[src/hw/ser_config.svh]
`ifndef SER_CONFIG_SVH
`define SER_CONFIG_SVH

`define SER_ADDR_W      64
`define SER_FIELD_ID_W  29
`define SER_TYPE_W      5
`define SER_LANES       10
`define SER_BUF_TOP     64'h300
`define SER_STACK_ROWS  16

// Field type codes
`define SER_TYPE_INT64  5'd3
`define SER_TYPE_UINT64 5'd4
`define SER_TYPE_INT32  5'd5
`define SER_TYPE_BOOL   5'd8
`define SER_TYPE_UINT32 5'd13
`define SER_TYPE_ENUM   5'd14
`define SER_TYPE_SINT32 5'd17
`define SER_TYPE_SINT64 5'd18

// Wire types in the low three key bits
`define SER_WIRE_VARINT 3'd0
`define SER_WIRE_LEN    3'd2

`endif
[src/hw/ser_pkg.sv]
`include "ser_config.svh"

package ser_pkg;

    typedef struct packed {
        logic [`SER_FIELD_ID_W-1:0] field_id;
        logic [`SER_TYPE_W-1:0]     field_type;
        logic                       nested;
    } table_entry_t;

    // Lane i goes to addr + i
    typedef struct packed {
        logic                       valid;
        logic                       write;
        logic [`SER_ADDR_W-1:0]     addr;
        logic [`SER_LANES-1:0][7:0] data;
        logic [`SER_LANES-1:0]      lane_en;
    } mem_req_t;

    typedef struct packed {
        logic        valid;
        logic [63:0] data;
    } mem_rsp_t;

    typedef struct packed {
        logic [31:0] hi;
        logic [31:0] lo;
    } value_halves_t;

    typedef union packed {
        logic [63:0]   full;
        value_halves_t half;
    } value_word_u;

    typedef struct packed {
        logic                   start;
        logic [63:0]            value;
        logic [`SER_ADDR_W-1:0] end_addr;
    } write_cmd_t;

    // Number of 7-bit groups the value needs
    function automatic logic [3:0] varint_length(input logic [63:0] value);
        logic [3:0] len;
        len = 4'd1;
        for (int i = 1; i < 10; i++)
        begin
            if ((value >> (7 * i)) != 64'd0)
                len = 4'(i + 1);
        end
        return len;
    endfunction

endpackage

[src/hw/ser_aggregate.sv]
`timescale 1ns/1ns
`include "ser_config.svh"

module ser_aggregate
    import ser_pkg::*;
(
    input  logic                   clk,
    input  logic                   reset,
    input  logic                   en,
    input  logic                   entry_valid,
    input  table_entry_t           entry,
    input  logic [`SER_ADDR_W-1:0] addr,
    input  mem_rsp_t               mem_rsp,
    output mem_req_t               mem_req,
    output logic                   ready,
    output logic                   done,
    output logic [`SER_ADDR_W-1:0] write_point
);

    mem_req_t                   read_req;
    mem_req_t                   value_req;
    mem_req_t                   key_req;
    logic                       read_grant;
    logic                       value_grant;
    logic                       key_grant;
    write_cmd_t                 value_cmd;
    write_cmd_t                 key_cmd;
    logic                       value_written;
    logic                       key_written;
    logic                       push;
    logic                       pop;
    logic [`SER_FIELD_ID_W-1:0] top_field_id;
    logic [`SER_ADDR_W-1:0]     top_write_point;
    logic                       stack_nonempty;

    ser_control control (
        .clk             (clk),
        .reset           (reset),
        .en              (en),
        .entry_valid     (entry_valid),
        .entry           (entry),
        .addr            (addr),
        .mem_rsp         (mem_rsp),
        .read_grant      (read_grant),
        .read_req        (read_req),
        .value_cmd       (value_cmd),
        .key_cmd         (key_cmd),
        .value_written   (value_written),
        .key_written     (key_written),
        .push            (push),
        .pop             (pop),
        .top_field_id    (top_field_id),
        .top_write_point (top_write_point),
        .stack_nonempty  (stack_nonempty),
        .ready           (ready),
        .done            (done),
        .write_point     (write_point)
    );

    // Push happens in the accept cycle, so the id comes straight from the entry port
    nest_stack stack (
        .clk              (clk),
        .reset            (reset),
        .push             (push),
        .pop              (pop),
        .push_field_id    (entry.field_id),
        .push_write_point (write_point),
        .top_field_id     (top_field_id),
        .top_write_point  (top_write_point),
        .nonempty         (stack_nonempty)
    );

    varint_writer value_writer (
        .clk     (clk),
        .reset   (reset),
        .cmd     (value_cmd),
        .grant   (value_grant),
        .req     (value_req),
        .written (value_written)
    );

    varint_writer key_writer (
        .clk     (clk),
        .reset   (reset),
        .cmd     (key_cmd),
        .grant   (key_grant),
        .req     (key_req),
        .written (key_written)
    );

    mem_arbiter arbiter (
        .read_req    (read_req),
        .value_req   (value_req),
        .key_req     (key_req),
        .read_grant  (read_grant),
        .value_grant (value_grant),
        .key_grant   (key_grant),
        .mem_req     (mem_req)
    );

endmodule

[src/hw/ser_control.sv]
`timescale 1ns/1ns
`include "ser_config.svh"

module ser_control
    import ser_pkg::*;
(
    input  logic                       clk,
    input  logic                       reset,
    input  logic                       en,
    input  logic                       entry_valid,
    input  table_entry_t               entry,
    input  logic [`SER_ADDR_W-1:0]     addr,
    input  mem_rsp_t                   mem_rsp,
    input  logic                       read_grant,
    output mem_req_t                   read_req,
    output write_cmd_t                 value_cmd,
    output write_cmd_t                 key_cmd,
    input  logic                       value_written,
    input  logic                       key_written,
    output logic                       push,
    output logic                       pop,
    input  logic [`SER_FIELD_ID_W-1:0] top_field_id,
    input  logic [`SER_ADDR_W-1:0]     top_write_point,
    input  logic                       stack_nonempty,
    output logic                       ready,
    output logic                       done,
    output logic [`SER_ADDR_W-1:0]     write_point
);

    typedef enum logic [1:0] {IDLE, LOAD, WRITE, FINISH} state_t;

    state_t                 state;
    table_entry_t           entry_q;
    logic [`SER_ADDR_W-1:0] addr_q;
    logic                   rd_valid;
    logic                   value_seen;
    logic                   key_seen;
    logic                   accept;
    logic                   open_entry;
    logic                   close_entry;
    logic                   issue;
    value_word_u            word;
    logic [63:0]            decoded;
    logic [63:0]            issue_value;
    logic [63:0]            issue_key;
    logic [3:0]             value_len;
    logic [3:0]             key_len;

    assign accept = (state == IDLE) && en && entry_valid;
    assign open_entry = entry.nested;
    assign close_entry = !entry.nested && (entry.field_id == '0);

    assign push = accept && open_entry;
    assign pop = accept && close_entry;
    assign ready = (state == IDLE);
    assign done = (state == FINISH);

    always_comb
    begin
        read_req = '0;
        read_req.valid = rd_valid;
        read_req.addr = addr_q;
        read_req.lane_en = `SER_LANES'(8'hFF);
    end

    always_comb
    begin
        word.full = mem_rsp.data;
        case (entry_q.field_type)
            `SER_TYPE_INT32:
                decoded = {{32{word.half.lo[31]}}, word.half.lo};
            `SER_TYPE_UINT32:
                decoded = {32'd0, word.half.lo};
            `SER_TYPE_SINT32:
                decoded = {32'd0, {word.half.lo[30:0], 1'b0} ^ {32{word.half.lo[31]}}};
            `SER_TYPE_SINT64:
                decoded = {word.full[62:0], 1'b0} ^ {64{word.full[63]}};
            default:
                decoded = word.full;
        endcase

        issue = 1'b0;
        issue_value = decoded;
        issue_key = {32'd0, entry_q.field_id, `SER_WIRE_VARINT};
        if (accept && close_entry)
        begin
            // Bytes written since the matching open
            issue = 1'b1;
            issue_value = top_write_point - write_point;
            issue_key = {32'd0, top_field_id, `SER_WIRE_LEN};
        end
        else if (state == LOAD && mem_rsp.valid)
            issue = 1'b1;

        value_len = varint_length(issue_value);
        key_len = varint_length(issue_key);
    end

    always_ff @(posedge clk)
    begin
        if (accept)
        begin
            entry_q <= entry;
            addr_q <= addr;
        end
    end

    always_ff @(posedge clk)
    begin
        if (reset)
        begin
            state <= IDLE;
            write_point <= `SER_BUF_TOP;
            rd_valid <= 1'b0;
            value_cmd <= '0;
            key_cmd <= '0;
            value_seen <= 1'b0;
            key_seen <= 1'b0;
        end
        else
        begin
            value_cmd.start <= issue;
            key_cmd.start <= issue;
            if (read_grant)
                rd_valid <= 1'b0;

            if (issue)
            begin
                // Value ends just below write_point, key just below the value
                value_cmd.value <= issue_value;
                value_cmd.end_addr <= write_point - `SER_ADDR_W'(1);
                key_cmd.value <= issue_key;
                key_cmd.end_addr <= write_point - `SER_ADDR_W'(1) - `SER_ADDR_W'(value_len);
                write_point <= write_point - `SER_ADDR_W'(value_len) - `SER_ADDR_W'(key_len);
                value_seen <= 1'b0;
                key_seen <= 1'b0;
            end

            case (state)
                IDLE:
                begin
                    if (accept)
                    begin
                        if (open_entry)
                            state <= FINISH;
                        else if (close_entry)
                            state <= WRITE;
                        else
                        begin
                            state <= LOAD;
                            rd_valid <= 1'b1;
                        end
                    end
                end
                LOAD:
                begin
                    if (mem_rsp.valid)
                        state <= WRITE;
                end
                WRITE:
                begin
                    if (value_written)
                        value_seen <= 1'b1;
                    if (key_written)
                        key_seen <= 1'b1;
                    // Writers may finish in either order
                    if ((value_seen || value_written) && (key_seen || key_written))
                        state <= FINISH;
                end
                default:
                    state <= IDLE;
            endcase
        end
    end

    a_close_needs_open: assert property (
        @(posedge clk) disable iff (reset)
        (accept && close_entry) |-> stack_nonempty
    );

    a_written_only_in_write: assert property (
        @(posedge clk) disable iff (reset)
        (value_written || key_written) |-> (state == WRITE)
    );

endmodule

[src/hw/nest_stack.sv]
`timescale 1ns/1ns
`include "ser_config.svh"

module nest_stack (
    input  logic                       clk,
    input  logic                       reset,
    input  logic                       push,
    input  logic                       pop,
    input  logic [`SER_FIELD_ID_W-1:0] push_field_id,
    input  logic [`SER_ADDR_W-1:0]     push_write_point,
    output logic [`SER_FIELD_ID_W-1:0] top_field_id,
    output logic [`SER_ADDR_W-1:0]     top_write_point,
    output logic                       nonempty
);

    localparam int PTR_W = $clog2(`SER_STACK_ROWS);

    logic [`SER_FIELD_ID_W-1:0] id_mem [`SER_STACK_ROWS];
    logic [`SER_ADDR_W-1:0]     wp_mem [`SER_STACK_ROWS];
    logic [PTR_W:0]             count;
    logic [PTR_W-1:0]           top_idx;

    assign top_idx = count[PTR_W-1:0] - PTR_W'(1);
    assign top_field_id = id_mem[top_idx];
    assign top_write_point = wp_mem[top_idx];
    assign nonempty = (count != '0);

    always_ff @(posedge clk)
    begin
        if (push)
        begin
            id_mem[count[PTR_W-1:0]] <= push_field_id;
            wp_mem[count[PTR_W-1:0]] <= push_write_point;
        end
    end

    always_ff @(posedge clk)
    begin
        if (reset)
            count <= '0;
        else if (push)
            count <= count + 1'b1;
        else if (pop && nonempty)
            count <= count - 1'b1;
    end

    a_no_push_when_full: assert property (
        @(posedge clk) disable iff (reset)
        push |-> (count != (PTR_W + 1)'(`SER_STACK_ROWS))
    );

endmodule

[src/hw/varint_writer.sv]
`timescale 1ns/1ns
`include "ser_config.svh"

module varint_writer
    import ser_pkg::*;
(
    input  logic       clk,
    input  logic       reset,
    input  write_cmd_t cmd,
    input  logic       grant,
    output mem_req_t   req,
    output logic       written
);

    logic [69:0] padded;
    logic [3:0]  len;
    mem_req_t    next_req;

    always_comb
    begin
        padded = {6'd0, cmd.value};
        len = varint_length(cmd.value);
        next_req = '0;
        next_req.valid = 1'b1;
        next_req.write = 1'b1;
        // Last byte sits at end_addr, lowest group at the base
        next_req.addr = cmd.end_addr - `SER_ADDR_W'(len) + `SER_ADDR_W'(1);
        for (int i = 0; i < `SER_LANES; i++)
        begin
            next_req.data[i] = {(i + 1 < int'(len)), padded[7 * i +: 7]};
            next_req.lane_en[i] = (i < int'(len));
        end
    end

    always_ff @(posedge clk)
    begin
        if (reset)
        begin
            req <= '0;
            written <= 1'b0;
        end
        else
        begin
            written <= 1'b0;
            if (req.valid && grant)
            begin
                req.valid <= 1'b0;
                written <= 1'b1;
            end
            if (cmd.start)
                req <= next_req;
        end
    end

    // Controller waits for written before the next start
    a_no_start_while_pending: assert property (
        @(posedge clk) disable iff (reset)
        cmd.start |-> !req.valid
    );

endmodule

[src/hw/mem_arbiter.sv]
`timescale 1ns/1ns

module mem_arbiter
    import ser_pkg::*;
(
    input  mem_req_t read_req,
    input  mem_req_t value_req,
    input  mem_req_t key_req,
    output logic     read_grant,
    output logic     value_grant,
    output logic     key_grant,
    output mem_req_t mem_req
);

    // Read first, then value writer, then key writer
    always_comb
    begin
        read_grant = read_req.valid;
        value_grant = value_req.valid && !read_req.valid;
        key_grant = key_req.valid && !read_req.valid && !value_req.valid;

        if (read_grant)
            mem_req = read_req;
        else if (value_grant)
            mem_req = value_req;
        else
            mem_req = key_req;
    end

endmodule

[config.mk]
export PLATFORM = sky130hd
export DESIGN_NAME = ser_aggregate
export DESIGN_NICKNAME = d
export VERILOG_FILES = /design/src/hw/ser_pkg.sv /design/src/hw/ser_aggregate.sv /design/src/hw/ser_control.sv /design/src/hw/nest_stack.sv /design/src/hw/varint_writer.sv /design/src/hw/mem_arbiter.sv
export VERILOG_INCLUDE_DIRS = /design/src /design/src/hw
export SDC_FILE = /design/constraint.sdc
export NUM_CORES = 2
export LEC_CHECK = 0
export BUFFER_PORTS_ARGS = -buffer_cell sky130_fd_sc_hd__buf_2
export CAP_MARGIN = 20
export CORE_ASPECT_RATIO = 1.75
export CORE_MARGIN = 2
export CORE_UTILIZATION = 55
export CTS_CLUSTER_SIZE = 10
export DETAILED_ROUTE_END_ITERATION = 16
export PLACE_DENSITY = 0.72
export SKIP_LAST_GASP = 1
export SLEW_MARGIN = 15
export SYNTH_ARGS = -nofsm -noshare
export SYNTH_HDL_FRONTEND = slang
export SYNTH_SLANG_ARGS = --single-unit
[constraint.sdc]
create_clock -name clk -period 12.7 [get_ports clk]
set_input_delay 0.635 -clock clk [delete_from_list [all_inputs] [get_ports clk]]
set_output_delay 0.635 -clock clk [all_outputs]
set_load 0.01 [all_outputs]
==> metrics.yaml <==
sta:
  slew_viol_final: 0
  period_minus_slack_ps: 11520
  fin_crit_sh_pct: 90.7
  setup_viol: 0
  hold_viol_final: 0
  rsz0062_at_grt: "false"
  fmax_mhz: 86.8
  worstMarginPinSlew_ps: 1300
  clock_skew_ps: 103
  slew_headroom_pct: 12.9
  whs_ps: 123
route:
  vias: 65400
  dr.pass1.iters: 6
  wl_per_cell_microns: 30.4
  via_per_inst: 6.49
  ant_nets: 0
  drt_wl_total_microns: 306000
  drt-initial-drc-count: 7072
  route.detailed.drc: 0
global_route:
  grt_first_pass_wirelength_microns: 442000
  grt_max_degree: 175
  grt_pass1_vias: 65600
  overflow: 0
  antenna_found_initial: 6
  grtUsageTotal_pct: 33.8
power_and_ir_drop:
  power_mw: 19.6
  ir_drop_mv: 0.118
  leakage_nw: 36.2
  power_density_nw_per_um2: 179
floorplan:
  core_sq_um: 176000
  fp.dieArea_sq_um: 180000
  die_x_microns: 322
  ios: 390
  start_util_pct: 55.2
  die_y_microns: 560
  rows: 204
setup_path:
  cp_slowest_stage_delay_ps: 900
  cp_max_fo: 117
  arrival_ps: 12310
  crit_type: "flop to flop"
  cp-start-kind: "flop"
  crit_path_end_kind: "flop"
  required_ps: 13490
  cpMaxStageDelayCell: "buf_4"
layout:
  multi_input_area_sq_um: 36200
  area_growth_pct: 12.5
  drive_gt1_share_pct: 17.4
  nFillCells: 13100
  regArea_sq_um: 58500
  fin_util_pct: 62.1
  layout.nets: 8097
synthesis:
  synth_area_per_cell_sq_um: 13.4
  netlist_area_sq_um: 97100
  synth_cell_types: 93
  synth-seq-cells: 2128
  async_reset_ff_share_pct: 0
  syn_inst: 7246
  synth_enable_flop_cells: 1586
  yosysWarnings: 0
  yosysSeqAreaShare_pct: 60.2
  synthFlopType: "edfxtp_1"
placement:
  dpl.hpwl_microns: 200000
  gp_congestion: 1.06
  port-buffer-count: 383
run_status:
  outcome: "finished clean"
clock_network:
  clk_latency_ps: 930
  path_clk_slew_ps: 50
  cts_buffer_depth: 4
  tritoncts: "built"
  post_cts_resized: 0
  htree_levels: 4
  root_buffer: "clkbuf_16"
  clkSinkCount: 2128
  cts_inserted_buffers: 241
run:
  max-cap-violations: 0
hold_path:
  hp-class: "input port to flop"
cell type report:
class                   instances  area share, %
multi-input cells            4453           33.2
clock buffers                 335           5.94
flip-flops and latches       2128           53.6
inverters                     262          0.903
diodes                          4        0.00917
well taps                    2266           2.60
clock inverters                11          0.127
repair buffers                615           3.66
worst max-delay path: cells and delay by family (launching register included):
kind	cells	cell delay, ps
DFF	1	380
AOI/OAI and AO/OA	10	3280
muxes	2	1110
buffers and inverters	2	1500
and+or+nand+nor	12	3100
adders and majority gates	4	1750
repair_timing:
item,4_1_cts,5_1_grt
endpoints found under the hold margin,69,0
hold buffers,69,0
buffers inserted,0,0
routing by layer:
layer | up-vias | global-route usage (%) | part of all wire (%)
met1 | 32800 | 39.1 | 35
met4 | 4 | 21.7 | 7.3
met3 | 824 | 6.48 | 7.8
met5 | - | 0 | 0.0069
li1 | 28400 | - | -
met2 | 3408 | 57.3 | 50
sequential cells by signal, summed over array words and instances, names as in the netlist, 2 cells and up:
name and cells:
control.addr_q 64, control.write_point 64, stack.wp_mem 1024, control.key_cmd 94, key_writer.req 102, stack.count 5
value_writer.req 141, stack.id_mem 464, control.entry_q 34, control.state 2, control.value_cmd 129
synthesized netlist by cell type, types with 42 or more instances:
cell type,n,share of area [%]
dfxtp_1,542,11
and3_1,42,0.27
nor3_1,102,0.53
nor4_1,61,0.39
inv_1,260,1.0
xnor2_1,222,2.0
edfxtp_1,1586,49
clkbuf_1,308,1.2
xor2_1,107,0.97
a221oi_1,46,0.42
a21o_1,94,0.73
a211oi_1,158,1.2
nor2_1,711,2.7
or3_1,47,0.30
mux4_2,465,11
nand3_1,112,0.58
a21oi_1,369,1.9
and2_1,71,0.46
buf_1,78,0.30
ha_1,220,2.8
nand4_1,87,0.56
nand2_1,472,1.8
mux2i_1,307,3.2
o21ai_0,274,1.4
cells by family (layout without fill, tap and decap cells):
family          count (synthesis)  in the layout  share of synthesized area (%)
compound gates               1236           1236                           8.12
flops                        2128           2128                           60.2
simple gates                 1880           1880                           9.04
mux                           774            774                           14.0
xor+xnor                      329            329                           2.97
fa+ha+maj                     228            228                           3.00
other cells                     1             10                        0.00386
buf+inv                       670           1223                           2.65
cell usage in the layout, fill, tap and decap left out, types with 38 or more instances in the layout:
cell type      instances
a211oi_1             158
mux2i_1              307
dfxtp_1              538
xor2_1               107
clkbuf_1              86
clkbuf_16            243
nor2b_1               40
inv_1                259
nor4_1                52
a21oi_1              368
buf_2                384
and3_1                38
nor2_1               703
o21ai_0              267
a221oi_1              46
buf_4                148
ha_1                 219
or3_1                 47
nand3_1              112
and2_1                67
edfxtp_1            1586
dlygate4sd3_1         69
nand2_1              471
nand4_1               87
mux4_2               465
nor3_1               101
a21o_1                94
xnor2_1              220
worst paths after layout:
| kind | start | end | slack, ps | cells after the start |
|---|---|---|---|---|
| setup / recovery | stack.count[0] | control.write_point[62] | 1180 | 30 |
| hold / removal | entry[30] | stack.id_mem[2][24] | 120 | 1 |
| setup reg to reg | stack.count[0] | control.write_point[62] | 1180 | 30 |
| hold reg to reg | value_writer.req[153] | value_writer.req[153] | 450 | 2 |
power by group:
group	total, mW	internal [mW]	switching, mW
clock	6.15	3.50	2.65
combinational	5.56	2.09	3.47
sequential	7.86	7.68	0.176
through the flow:
| step | instance area [sq um] | std cells | worst slack [ps] | TNS [ps] |
|---|---|---|---|---|
| floorplan | 97100 | 7251 | -251 | -93260 |
| global placement | 102000 | 9647 | 1360 | 0 |
| detailed placement | 102000 | 9649 | 1440 | 0 |
| CTS | 109000 | 10100 | 1380 | 0 |
| global route | 109000 | 10100 | 623 | 0 |
| finish | 109000 | 10100 | 1180 | 0 |
Power figures use the tool's default switching activity.
